--- src/verilog/fe_bus_pkg.sv ---
`default_nettype none

// ==============================
// fetch bus and fetch queue
// ==============================
package fe_bus_pkg;

	// byte address width of the instruction bus
	localparam int addr_w = 32;

	// the data bus is always one 32-bit word wide
	localparam int data_w = 32;

	// the assembly yard works in halfwords
	// which is the granule of the compressed extension
	localparam int hw_w = 16;

	// default number of bus words the fetch queue can hold
	// must be a power of two and at least 2
	localparam int fifo_depth = 2;

	// first fetch address after reset
	localparam logic [addr_w-1:0] reset_vector = 32'h0000_0000;

endpackage

`default_nettype wire

--- src/verilog/rv_instr_pkg.sv ---
`default_nettype none

// ==============================
// instruction encodings
// ==============================
package rv_instr_pkg;

	// major opcode of JAL in the low seven bits
	localparam logic [6:0] opc_jal = 7'b110_1111;

	// funct3 followed by the quadrant bits of C.J
	localparam logic [4:0] c_funct_j = 5'b101_01;

	// length rule
	// an instruction is 32 bits wide only when both low bits are set
	// every other pattern is a 16-bit compressed instruction
	localparam logic [1:0] instr_is_32 = 2'b11;

	// J-type layout of a full word
	// imm holds the scrambled offset bits 20, 10:1, 11 and 19:12
	typedef struct packed {
		logic [19:0] imm;
		logic [4:0]  rd;
		logic [6:0]  opcode;
	} j_view_t;

	// CJ layout of one halfword
	// offset holds offset bits 11, 4, 9:8, 10, 6, 7, 3:1 and 5
	typedef struct packed {
		logic [2:0]  funct3;
		logic [10:0] offset;
		logic [1:0]  op;
	} cj_hw_t;

	// compressed view of a full word
	// only the lower halfword belongs to the instruction
	typedef struct packed {
		logic [15:0] upper;
		cj_hw_t      lower;
	} c_view_t;

	// one cir word seen both ways
	// the low two bits tell which view is meaningful
	typedef union packed {
		j_view_t j;
		c_view_t c;
	} instr_u;

endpackage

`default_nettype wire
--- src/verilog/fetch_stream_if.sv ---
`timescale 1ns/1ps
`default_nettype none

// carries fetched words and flush state between request side, queue and yard
interface fetch_stream_if;

	// request side state
	logic flush;
	logic flush_pending;
	logic unaligned_dph;

	// queue head or bypassed bus word
	logic [fe_bus_pkg::data_w-1:0] fetch_data;
	logic fetch_data_vld;

	// queue levels
	logic queue_full;
	logic queue_almost_full;
	logic queue_empty;

	// the yard consumes a fresh word this cycle
	logic must_refill;

	modport request (
		output flush, flush_pending, unaligned_dph,
		input  queue_full, queue_almost_full, queue_empty
	);

	modport queue (
		input  flush, flush_pending, must_refill,
		output fetch_data, fetch_data_vld, queue_full, queue_almost_full, queue_empty
	);

	modport assembly (
		input  flush, flush_pending, unaligned_dph, fetch_data, fetch_data_vld,
		output must_refill
	);

endinterface

`default_nettype wire

--- src/verilog/fetch_queue.sv ---
`timescale 1ns/1ps
`default_nettype none

module fetch_queue #(
	parameter int depth = fe_bus_pkg::fifo_depth
) (
	input  logic                          clk,
	input  logic                          rst_n,
	input  logic [fe_bus_pkg::data_w-1:0] mem_data,
	input  logic                          mem_data_vld,
	fetch_stream_if.queue                 fs
);

	// pointers carry one wrap bit above the index
	localparam int ptr_w = $clog2(depth) + 1;

	logic [fe_bus_pkg::data_w-1:0] mem [depth];
	logic [ptr_w-1:0] wptr;
	logic [ptr_w-1:0] rptr;
	logic [ptr_w-1:0] level;
	logic push;
	logic pop;

	assign level = wptr - rptr;
	assign fs.queue_empty = wptr == rptr;
	// full when only the wrap bits differ
	assign fs.queue_full = (wptr ^ rptr) == {1'b1, {(ptr_w - 1){1'b0}}};
	assign fs.queue_almost_full = level == ptr_w'(depth - 1);

	// a word that goes straight past an empty queue into the yard is not stored
	// and words of a discarded stream are dropped on arrival
	assign push = mem_data_vld && !fs.flush_pending && !(fs.must_refill && fs.queue_empty);
	assign pop = fs.must_refill && !fs.queue_empty;

	// first word fall through
	assign fs.fetch_data = fs.queue_empty ? mem_data : mem[rptr[ptr_w-2:0]];
	assign fs.fetch_data_vld = !fs.queue_empty || (mem_data_vld && !fs.flush_pending);

	always_ff @(posedge clk or negedge rst_n) begin
		if (!rst_n) begin
			wptr <= '0;
			rptr <= '0;
		end else begin
			if (push) begin
				wptr <= wptr + 1'b1;
			end
			// a flush empties the queue in one step
			// including a word written in the same cycle
			if (fs.flush) begin
				rptr <= wptr + ptr_w'(push);
			end else if (pop) begin
				rptr <= rptr + 1'b1;
			end
		end
	end

	always_ff @(posedge clk) begin
		if (push) begin
			mem[wptr[ptr_w-2:0]] <= mem_data;
		end
	end

	// the request side must stop issuing early enough
	a_no_push_full: assert property (@(posedge clk) disable iff (!rst_n) !(push && fs.queue_full));

endmodule

`default_nettype wire

--- src/verilog/fetch_request.sv ---
`timescale 1ns/1ps
`default_nettype none

module fetch_request (
	input  logic                          clk,
	input  logic                          rst_n,
	output logic [fe_bus_pkg::addr_w-1:0] mem_addr,
	output logic                          mem_size,
	output logic                          mem_addr_vld,
	input  logic                          mem_addr_rdy,
	input  logic                          mem_data_vld,
	input  logic [fe_bus_pkg::addr_w-1:0] ext_jump_target,
	input  logic                          ext_jump_vld,
	input  logic [fe_bus_pkg::addr_w-1:0] pd_jump_target,
	input  logic                          pd_jump_vld,
	output logic                          jump_rdy,
	fetch_stream_if.request               fs
);

	logic [fe_bus_pkg::addr_w-1:0] jump_target;
	logic [fe_bus_pkg::addr_w-1:0] fetch_addr;
	logic jump_vld;
	logic jump_now;
	logic unaligned_now;
	logic mem_addr_hold;
	logic [1:0] pending;
	logic [1:0] flush_ctr;
	logic fetch_stall;
	logic unaligned_aph;
	logic unaligned_dph;

	// ==============================
	// redirect merge
	// ==============================

	// the execute stage wins over a jump found by predecode
	assign jump_vld = ext_jump_vld || pd_jump_vld;
	assign jump_target = ext_jump_vld ? ext_jump_target : pd_jump_target;

	// a held address must not change so redirects wait for it
	assign jump_rdy = !mem_addr_hold;
	assign jump_now = jump_vld && jump_rdy;
	assign unaligned_now = jump_now && jump_target[1];

	assign fs.flush = jump_now;
	assign fs.flush_pending = |flush_ctr;
	assign fs.unaligned_dph = unaligned_dph;

	// ==============================
	// bus bookkeeping
	// ==============================

	// a fetch counts as pending from its first address cycle
	// registered levels only here to keep ready off the address path
	always_ff @(posedge clk or negedge rst_n) begin
		if (!rst_n) begin
			mem_addr_hold <= 1'b0;
			pending <= 2'd0;
			flush_ctr <= 2'd0;
		end else begin
			mem_addr_hold <= mem_addr_vld && !mem_addr_rdy;
			pending <= pending + 2'(mem_addr_vld && !mem_addr_hold) - 2'(mem_data_vld);
			// every fetch still in flight at a redirect returns stale data
			if (jump_now) begin
				flush_ctr <= pending - 2'(mem_data_vld);
			end else if (|flush_ctr && mem_data_vld) begin
				flush_ctr <= flush_ctr - 1'b1;
			end
		end
	end

	// fetch address runs ahead of the PC in whole words
	// and steps past a target that goes out in the redirect cycle
	always_ff @(posedge clk or negedge rst_n) begin
		if (!rst_n) begin
			fetch_addr <= fe_bus_pkg::reset_vector;
		end else if (jump_now) begin
			fetch_addr <= {jump_target[fe_bus_pkg::addr_w-1:2] + 30'(mem_addr_rdy), 2'b00};
		end else if (mem_addr_vld && mem_addr_rdy) begin
			fetch_addr <= fetch_addr + 32'd4;
		end
	end

	// unaligned targets fetch their upper halfword alone
	// aph keeps that size on a held address and dph tells the yard where to start
	always_ff @(posedge clk or negedge rst_n) begin
		if (!rst_n) begin
			unaligned_aph <= 1'b0;
			unaligned_dph <= 1'b0;
		end else begin
			if (mem_addr_rdy) begin
				unaligned_aph <= 1'b0;
			end
			if (mem_data_vld && !fs.flush_pending) begin
				unaligned_dph <= 1'b0;
			end
			if (unaligned_now) begin
				unaligned_aph <= !mem_addr_rdy;
				unaligned_dph <= 1'b1;
			end
		end
	end

	// never more in flight than the queue can take with no back-pressure
	assign fetch_stall = fs.queue_full
		|| (fs.queue_almost_full && |pending)
		|| pending > 2'd1;

	// address phase in priority order
	always_comb begin
		mem_addr = '0;
		mem_addr_vld = 1'b1;
		mem_size = 1'b1;
		if (mem_addr_hold) begin
			mem_addr = {fetch_addr[fe_bus_pkg::addr_w-1:2], unaligned_aph, 1'b0};
			mem_size = !unaligned_aph;
		end else if (jump_vld) begin
			mem_addr = jump_target;
			mem_size = !unaligned_now;
		end else if (!fetch_stall) begin
			mem_addr = fetch_addr;
		end else begin
			mem_addr_vld = 1'b0;
		end
	end

	a_pending_max: assert property (@(posedge clk) disable iff (!rst_n) pending < 2'd3);
	a_no_stray_data: assert property (@(posedge clk) disable iff (!rst_n)
		mem_data_vld |-> pending != 2'd0);

endmodule

`default_nettype wire

--- src/verilog/ifu_top.sv ---
`timescale 1ns/1ps
`default_nettype none

module ifu_top (
	input  logic                          clk,
	input  logic                          rst_n,
	output logic [fe_bus_pkg::addr_w-1:0] mem_addr,
	output logic                          mem_size,
	output logic                          mem_addr_vld,
	input  logic                          mem_addr_rdy,
	input  logic [fe_bus_pkg::data_w-1:0] mem_data,
	input  logic                          mem_data_vld,
	input  logic [fe_bus_pkg::addr_w-1:0] ext_jump_target,
	input  logic                          ext_jump_vld,
	output logic                          ext_jump_rdy,
	output logic [31:0]                   instr,
	output logic [31:0]                   instr_pc,
	output logic                          instr_vld,
	output logic                          instr_is_c,
	input  logic                          instr_stall
);

	logic [31:0] cir;
	logic [1:0] cir_vld;
	logic [1:0] cir_use;
	logic [31:0] pd_jump_target;
	logic pd_jump_vld;

	fetch_stream_if fs ();

	fetch_queue u_queue (
		.clk          (clk),
		.rst_n        (rst_n),
		.mem_data     (mem_data),
		.mem_data_vld (mem_data_vld),
		.fs           (fs.queue)
	);

	// one ready level serves both redirect sources
	fetch_request u_request (
		.clk             (clk),
		.rst_n           (rst_n),
		.mem_addr        (mem_addr),
		.mem_size        (mem_size),
		.mem_addr_vld    (mem_addr_vld),
		.mem_addr_rdy    (mem_addr_rdy),
		.mem_data_vld    (mem_data_vld),
		.ext_jump_target (ext_jump_target),
		.ext_jump_vld    (ext_jump_vld),
		.pd_jump_target  (pd_jump_target),
		.pd_jump_vld     (pd_jump_vld),
		.jump_rdy        (ext_jump_rdy),
		.fs              (fs.request)
	);

	instr_assembly u_yard (
		.clk     (clk),
		.rst_n   (rst_n),
		.cir_use (cir_use),
		.cir     (cir),
		.cir_vld (cir_vld),
		.fs      (fs.assembly)
	);

	predecode u_predecode (
		.clk             (clk),
		.rst_n           (rst_n),
		.cir             (cir),
		.cir_vld         (cir_vld),
		.cir_use         (cir_use),
		.ext_jump_target (ext_jump_target),
		.ext_jump_vld    (ext_jump_vld),
		.jump_rdy        (ext_jump_rdy),
		.pd_jump_target  (pd_jump_target),
		.pd_jump_vld     (pd_jump_vld),
		.instr           (instr),
		.instr_pc        (instr_pc),
		.instr_vld       (instr_vld),
		.instr_is_c      (instr_is_c),
		.instr_stall     (instr_stall)
	);

endmodule

`default_nettype wire

--- src/verilog/instr_assembly.sv ---
`timescale 1ns/1ps
`default_nettype none

module instr_assembly (
	input  logic              clk,
	input  logic              rst_n,
	input  logic [1:0]        cir_use,
	output logic [31:0]       cir,
	output logic [1:0]        cir_vld,
	fetch_stream_if.assembly  fs
);

	localparam int hw_w = fe_bus_pkg::hw_w;

	// number of valid halfwords in hwbuf and cir together
	logic [1:0] buf_level;
	logic [1:0] level_no_fetch;
	logic [1:0] buf_level_next;
	logic [hw_w-1:0] hwbuf;
	logic [3*hw_w-1:0] shifted;
	logic [3*hw_w-1:0] merged;
	logic [fe_bus_pkg::data_w-1:0] word;

	assign word = fs.fetch_data;

	// ==============================
	// shift and overlay
	// ==============================

	// move leftover halfwords down over what predecode takes
	// slots that fresh data overwrites are filled with whatever is cheapest
	always_comb begin
		if (cir_use[1]) begin
			shifted = {hwbuf, cir[hw_w +: hw_w], hwbuf};
		end else if (cir_use[0]) begin
			shifted = {hwbuf, hwbuf, cir[hw_w +: hw_w]};
		end else begin
			shifted = {hwbuf, cir};
		end
	end

	assign level_no_fetch = buf_level - cir_use;

	// with fewer than two halfwords left the yard takes a word now
	assign fs.must_refill = !level_no_fetch[1];

	// put the fresh word right above the leftover halfwords
	// after an unaligned jump only its upper half is an instruction
	always_comb begin
		if (fs.unaligned_dph) begin
			merged = {shifted[hw_w +: 2*hw_w], word[hw_w +: hw_w]};
		end else if (level_no_fetch[1]) begin
			merged = shifted;
		end else if (level_no_fetch[0]) begin
			merged = {word, shifted[0 +: hw_w]};
		end else begin
			merged = {shifted[2*hw_w +: hw_w], word};
		end
	end

	// the buffer empties on a redirect and stays empty until stale data is gone
	always_comb begin
		if (fs.flush || fs.flush_pending) begin
			buf_level_next = 2'd0;
		end else if (fs.fetch_data_vld && fs.unaligned_dph) begin
			buf_level_next = 2'd1;
		end else begin
			buf_level_next = buf_level + {fs.must_refill && fs.fetch_data_vld, 1'b0} - cir_use;
		end
	end

	// ==============================
	// registers
	// ==============================

	always_ff @(posedge clk or negedge rst_n) begin
		if (!rst_n) begin
			buf_level <= 2'd0;
			cir_vld <= 2'd0;
		end else begin
			buf_level <= buf_level_next;
			// cir itself holds at most two halfwords
			cir_vld <= buf_level_next & ~(buf_level_next >> 1);
		end
	end

	// contents are only looked at through the levels
	always_ff @(posedge clk) begin
		{hwbuf, cir} <= merged;
	end

	// predecode never takes halfwords the yard has not delivered
	a_use_le_vld: assert property (@(posedge clk) disable iff (!rst_n) cir_use <= cir_vld);

endmodule

`default_nettype wire

--- src/verilog/predecode.sv ---
`timescale 1ns/1ps
`default_nettype none

module predecode (
	input  logic        clk,
	input  logic        rst_n,
	input  logic [31:0] cir,
	input  logic [1:0]  cir_vld,
	output logic [1:0]  cir_use,
	input  logic [31:0] ext_jump_target,
	input  logic        ext_jump_vld,
	input  logic        jump_rdy,
	output logic [31:0] pd_jump_target,
	output logic        pd_jump_vld,
	output logic [31:0] instr,
	output logic [31:0] instr_pc,
	output logic        instr_vld,
	output logic        instr_is_c,
	input  logic        instr_stall
);

	rv_instr_pkg::instr_u word;
	logic is_32;
	logic have_instr;
	logic is_jump;
	logic ext_accept;
	logic pd_accept;
	logic consumed;
	logic [31:0] jal_off;
	logic [31:0] cj_off;
	logic [31:0] pc;

	assign word = cir;

	// length comes from the two low bits only so it is cheap to find
	assign is_32 = (cir[1:0] & rv_instr_pkg::instr_is_32) == rv_instr_pkg::instr_is_32;
	assign have_instr = is_32 ? cir_vld[1] : |cir_vld;

	// the same word read as JAL and as C.J
	assign is_jump = is_32 ? word.j.opcode == rv_instr_pkg::opc_jal
		: {word.c.lower.funct3, word.c.lower.op} == rv_instr_pkg::c_funct_j;

	// unscramble both immediates
	assign jal_off = {{12{word.j.imm[19]}}, word.j.imm[7:0], word.j.imm[8],
		word.j.imm[18:9], 1'b0};
	assign cj_off = {{21{word.c.lower.offset[10]}}, word.c.lower.offset[6],
		word.c.lower.offset[8:7], word.c.lower.offset[4], word.c.lower.offset[5],
		word.c.lower.offset[0], word.c.lower.offset[9], word.c.lower.offset[3:1], 1'b0};

	assign pd_jump_target = pc + (is_32 ? jal_off : cj_off);

	// only ask for a redirect when execute can take the jump in the same cycle
	assign pd_jump_vld = have_instr && is_jump && !instr_stall;

	// ==============================
	// handover to execute
	// ==============================

	assign ext_accept = ext_jump_vld && jump_rdy;
	assign pd_accept = pd_jump_vld && jump_rdy && !ext_jump_vld;

	// a jump waits for its own redirect
	// and nothing of the old stream goes out once execute redirects
	assign instr_vld = have_instr && !ext_accept && (!is_jump || pd_accept);
	assign consumed = instr_vld && !instr_stall;
	assign cir_use = consumed ? (is_32 ? 2'd2 : 2'd1) : 2'd0;

	assign instr = is_32 ? cir : {16'h0000, cir[15:0]};
	assign instr_pc = pc;
	assign instr_is_c = !is_32;

	// PC of the instruction at the bottom of cir
	always_ff @(posedge clk or negedge rst_n) begin
		if (!rst_n) begin
			pc <= fe_bus_pkg::reset_vector;
		end else if (ext_accept) begin
			pc <= ext_jump_target;
		end else if (pd_accept) begin
			pc <= pd_jump_target;
		end else if (consumed) begin
			pc <= pc + (is_32 ? 32'd4 : 32'd2);
		end
	end

endmodule

`default_nettype wire

--- config.mk ---
export PLATFORM = sky130hd
export DESIGN_NAME = ifu_top
export DESIGN_NICKNAME = d
export VERILOG_FILES = /design/src/verilog/fe_bus_pkg.sv /design/src/verilog/rv_instr_pkg.sv /design/src/verilog/fetch_stream_if.sv /design/src/verilog/fetch_queue.sv /design/src/verilog/fetch_request.sv /design/src/verilog/ifu_top.sv /design/src/verilog/instr_assembly.sv /design/src/verilog/predecode.sv
export SDC_FILE = /design/constraint.sdc
export NUM_CORES = 1
export LEC_CHECK = 0
export BUFFER_PORTS_ARGS = -buffer_cell sky130_fd_sc_hd__buf_2
export CAP_MARGIN = 20
export CORE_MARGIN = 2
export CORE_UTILIZATION = 45
export DETAILED_ROUTE_END_ITERATION = 8
export PLACE_DENSITY = 0.61
export SYNTH_ARGS = -nofsm -noshare
export SYNTH_HDL_FRONTEND = slang
export SYNTH_SLANG_ARGS = --single-unit
--- constraint.sdc ---
create_clock -name clk -period 7.1 [get_ports clk]
set_input_delay 0.355 -clock clk [delete_from_list [all_inputs] [get_ports clk]]
set_output_delay 0.355 -clock clk [all_outputs]
set_load 0.01 [all_outputs]
* Word level (Yosys, flattened, before mapping)
Memories as Yosys holds them, arrays and structs flattened. Cells that the tools add are included.
Cells by class: add/sub/neg operators 15, magnitude comparators 1, eq/ne operators 6, mux-type cells 39, bitwise operators 3, reductions and logical operators 49
Operators with widths (count):
- 32-bit 2-to-1 mux | 14
- 48-bit 2-to-1 mux | 3
- 32-bit adder | 2
- 32-bit by 3-bit adder with 32-bit output (second input constant) | 1
- 30-bit by 1-bit adder with 30-bit output | 1
- 1-bit logical AND | 21
- 2-bit 2-to-1 mux | 8
- 1-bit logical NOT | 13
- 1-bit 2-to-1 mux | 13
- 2-bit nonzero test | 5
- 7-bit == test (second input constant) | 1
- 1-bit logical OR | 6
- 2-bit OR reduction | 3
- 2-bit subtractor | 3
- 5-bit == test (second input constant) | 1
- 2-bit by 1-bit adder with 2-bit output | 2
- 2-bit by 1-bit adder with 2-bit output (second input constant) | 2
- 2-bit == test (second input constant) | 2
- 2-bit by 1-bit subtractor with 2-bit output | 2
- 3-bit 2-to-1 mux | 1
- 3-bit nonzero test | 1
- 2-bit adder | 1
- 2-bit AND | 1
- 2-bit by 1-bit == test with 1-bit output (second input constant) | 1
- other kinds (5) | 5
Word-level totals: flip-flop bits (word level) 127, bits in writable memories 64, input bits 70, memories 1
Memory list:
- u_queue.mem | depth 2, width 32, rd ports 1, clocked after memory_dff 0, write ports 1, RTL line fetch_queue.sv:17 | logic [fe_bus_pkg::data_w-1:0] mem [depth];

* Longest topological paths before layout
word-level depth 19, mapped depth 21

* Cells and area by module
Synthesis repeated with hierarchy kept, for this count alone.
Unflattened totals: cell total of the unflattened synthesis 1464, area, all modules 13604.3 um^2
By module, submodules not included:
- predecode | times used 1, cells an instance 606, area an instance 4401.7 um^2, sequential area each 800.8 um^2
- fetch_request | times used 1, cells an instance 456, area an instance 3841.2 um^2, sequential area each 925.9 um^2
- fetch_queue | times used 1, cells an instance 208, area an instance 2904.0 um^2, sequential area each 2021.9 um^2
- instr_assembly | times used 1, cells an instance 194, area an instance 2457.4 um^2, sequential area each 1196.1 um^2

* Worst setup path before layout
Ideal clock, no wire load.
path kind register to register, start point reg u_yard.cir[0], end point reg u_request.fetch_addr[31] (netlist bit), setup time 0.120 ns, arrival 5.011 ns, path slack 1.970 ns, stages on the path, launching flop included 21, path through dfxtp_1 -> clkbuf_1 -> and2_1 -> clkbuf_1 -> inv_2 -> buf_1 -> buf_1 -> a21o_1 -> ha_1 -> inv_1 -> fa_1 -> nor2b_4 -> o31a_4 -> nor2_1 -> xor2_1 -> o41ai_1 -> or3b_1 -> nor3_4 -> or4b_4 -> or3_1 -> a31o_1
Between the ends: longest elaborated chain between the ends 9, elaborated cells on any way between the ends 18
RTL lines:
- start, declared | RTL line instr_assembly.sv:8 | output logic [31:0] cir,
- start signal, assigned | RTL line instr_assembly.sv:89 | {hwbuf, cir} <= merged;
- branches (longest 9 deep; another with 32-bit adder)
- end signal, assigned | RTL line fetch_request.sv:76 | fetch_addr <= fe_bus_pkg::reset_vector;
- end signal, assigned | RTL line fetch_request.sv:78 | fetch_addr <= {jump_target[fe_bus_pkg::addr_w-1:2] + 30'(mem_addr_rdy), 2'b00};
- end signal, assigned | RTL line fetch_request.sv:80 | fetch_addr <= fetch_addr + 32'd4;
- end, declared | RTL line fetch_request.sv:21 | logic [fe_bus_pkg::addr_w-1:0] fetch_addr;
Parallel ways; which one is timed is not known. A chain may end at the register's enable or synchronous reset.

* Worst setup path after layout
start point reg u_yard.cir[1], end point out mem_addr[22] (netlist bit)
Between the ends: longest elaborated chain between the ends 7, elaborated cells on any way between the ends 13
RTL lines:
- branches (longest 5 deep; another with 32-bit adder)
- 32-bit 2-to-1 mux * | RTL line fetch_request.sv:117 | end else if (jump_vld) begin
- 32-bit 2-to-1 mux * | RTL line fetch_request.sv:114 | if (mem_addr_hold) begin
- end, declared | RTL line ifu_top.sv:7 | output logic [fe_bus_pkg::addr_w-1:0] mem_addr,
Every way passes the cells marked *.

==> results_dict.tcl <==
set metrics [dict create \
    status "complete, no violations" \
    switching_share_pct 53.5 \
    clk_latency_ns 0.47 \
    worstReg2RegStart "u_yard.cir[1]" \
    area_delta_synth_final_pct 11.9 \
    slew_violations 0 \
    min_period_ns 5.48 \
    die_w_um 179 \
    path_common_cell "nand2_1" \
    finalHoldViolCount 0 \
    synth_cells 1683 \
    fin_tns_setup_ns 0 \
    port_buffers 170 \
    timing.fmax_ghz 0.182 \
    use_met2_pct 48.3 \
    min-delay-start "mem_data[2]" \
    finalWirelength_mm 46.7 \
    power_density_nw_per_um2 607 \
    postRouteAntennaNets 0 \
    die_area_um2 32000 \
    synth_top_area_share_pct 17.5 \
    pwr-share-seq_pct 23.0 \
    p_switching_uw 5000 \
    antenna_found_initial 2 \
    grt_pass1_vias 12200 \
    met3_usage_pct 5.39 \
    wl_per_cell_um 21.4 \
    dpl.hpwl_mm 35.2 \
    r2r_slack_ns 1.79 \
    drive_gt1_share_pct 14.9 \
    combPwrFrac_pct 66.2 \
    fin_nets 1891 \
    ys.flop_type "edfxtp_1" \
    grt_max_degree 109 \
    cp.required_ns 6.74 \
    crit_slowest_cell "dfxtp_1" \
    syn_area_um2 13700 \
    fillers 2884 \
    gp_congestion 0.956 \
    worstSetupPathType "reg -> out" \
    irDropWorstVdd_mv 0.253 \
    cp-start-kind "register" \
    busiest_layer "met2" \
    async_reset_ff_share_pct 40.4 \
    yosys.area.top_type "edfxtp_1" \
    skew_ns 0.0112 \
    drc 0 \
    synth_cell_types 91 \
    clkTransAtPathRegs_ns 0.08 \
    maxCapViolCount 0 \
    die_h_um 179 \
    vias 13000 \
    cts-buffers-inserted 17 \
    final_common_cell "nand2_1" \
    diodes 0 \
    cellLeakagePower_uw 0.00666 \
    drt-pass1-iter-count 7 \
    syn_nets 1799 \
    worst_pin_slew_ns 1.10 \
    cts_tree "done" \
    period_share_pct 77.2 \
    postLayoutCoreUtil_pct 51.5 \
    endpoint "mem_addr[22]" \
    setup_viol 0 \
    hold_slack_ns 0.0906 \
    crit_fanout 19 \
    final_cell_mix "271 x nand2_1, 170 x buf_2, 153 x o21ai_0" \
    clk_path_buf_depth 2 \
    crit_chain "and2_1, inv_2, nand2_1, nand2_1, ha_1, a21oi_1, o21ai_1, or3_1, o211ai_1, o21a_1, mux2i_1, a21boi_0, o21ai_0, buf_2" \
    synth_edf_count 80 \
    max_stage_delay_ns 0.69 \
    p_clk_share_pct 10.8 \
    overflow 0 \
    hold_path.class "in -> reg" \
    clock_sinks 188 \
    grt.total_usage_pct 29.2 \
    cts-resized-gates 0 \
    drt_iter0_drc 1299 \
    rsz0062_at_grt "no" \
    place_area_um2 14700 \
    crit_arrival_ns 5.13 \
    start_util_pct 46.0 \
    synth_seq_cells 188 \
    worstSetupStartpoint "u_yard.cir[1]" \
    use_met1_pct 39.3 \
    cts-root-buf "clkbuf_16" \
    internal_power_uw 4350 \
    path_depth 14 \
    critPathBufInv 2 \
    yosysWarnings 0 \
    grt_pass1_wl_mm 70.4 \
    ff2ff_path_depth 15 \
    viasPerCell 5.95 \
    row_count 63 \
    synth.area.top_cells "edfxtp_1 17%, dfrtp_1 14%, nand2_1 7.4%, o21ai_0 5.6%, dfxtp_1 4.7%" \
    r2r-end "u_request.fetch_addr[31]" \
    cts_max_level 4 \
    path_delay_family "compound AO/OA/AOI/OAI gates" \
    syn-mean-instance-area_um2 8.17 \
    core_um2 29900 \
    ys_seq_area_share_pct 36.0 \
    pin_count 171 \
    critPathCaptureType "output port" \
    timing.slew.headroom_pct 26.6 \
    final_area_um2 15400 \
]
-- synth_stat cells, types with 14 or more instances --
master / count
and3_1: 24
xnor2_1: 56
a211oi_1: 14
nor2_1: 153
edfxtp_1: 80
a21o_1: 22
nand4_1: 19
o21a_1: 16
a21oi_1: 111
clkbuf_1: 74
xor2_1: 52
buf_4: 20
dfrtp_1: 76
nand3_1: 70
dfxtp_1: 32
o211ai_1: 14
a31oi_1: 26
buf_1: 17
ha_1: 45
nor3_1: 25
o21ai_0: 153
mux2i_1: 58
inv_1: 37
nand2_1: 272
-- power by group through the flow --
stage | Sequential, uW | Clock, uW | Combinational, uW
2_1_floorplan | 1910 | 0 | 4510
3_3_place_gp | 2150 | 0 | 6050
3_5_place_dp | 2150 | 0 | 6090
4_1_cts | 2140 | 1030 | 6120
5_1_grt | 2200 | 1070 | 6870
6_report | 2150 | 1010 | 6190
-- metal layers --
layer / part of all wire, % / wire, um
met5: 0.043 / 20
met4: 2.1 / 958
met3: 6.1 / 2870
met2: 47 / 21800
met1: 45 / 21100
-- metrics by stage --
stage,instances,total power [uW],setup WS (ns)
6_report,2178,9350,1.62
5_1_grt,2178,10100,1.28
4_1_cts,2177,9280,1.66
3_5_place_dp,2144,8240,1.90
3_3_place_gp,2143,8200,2.01
2_1_floorplan,1683,6420,1.97
-- state kept, by name, summed over array words and instances, names as in the netlist --
| signal | cells |
|---|---|
| u_queue.mem | 64 |
| u_request.flush_ctr | 2 |
| u_yard.cir_vld | 1 |
| u_request.fetch_addr | 30 |
| u_queue.wptr | 2 |
| u_predecode.instr_pc | 32 |
| u_request.unaligned_aph | 1 |
| u_queue.rptr | 2 |
| u_yard.cir | 32 |
| u_request.fs.unaligned_dph | 1 |
| u_request.pending | 2 |
| u_yard.buf_level | 2 |
| u_yard.hwbuf | 16 |
| u_request.mem_addr_hold | 1 |
-- what timing repair did --
action	4_1_cts	5_1_grt
buffers inserted	0	0
hold buffers	1	0
hold endpoints to repair	33	0
-- worst min-delay path by stage --
stage                     depth (start not counted)  slack (ns)                 endpoint
after global placement                            1        0.34   u_request.flush_ctr[1]
after CTS                                         1        0.07        u_queue.mem[0][2]
after global routing                              1        0.07        u_queue.mem[1][3]
final                                             1        0.09        u_queue.mem[0][2]
after floorplan                                   0        0.06  u_predecode.instr_pc[0]
after detailed placement                          1        0.34   u_request.flush_ctr[1]
-- cells by family (layout without fill, tap and decap cells) --
logic type,after synthesis,count (layout),share of synthesized area (%)
compound gates,465,465,21.4
mux,61,61,4.47
fa+ha+maj,47,47,4.31
simple gates,653,653,21.9
buf+inv,161,266,5.09
flops,188,188,36.0
xor+xnor,108,108,6.88
-- area by class of cell --
class | count | area (um^2) | share of cell area [%]
timing repair buffer | 195 | 1060 | 6.89
inverter | 39 | 146 | 0.951
clock buffer | 18 | 450 | 2.93
clock inverter | 14 | 171 | 1.11
multi-input combinational | 1334 | 8130 | 52.8
sequential | 188 | 4950 | 32.1
tap | 390 | 488 | 3.17
Note: power is estimated with default switching activity, not from simulation.
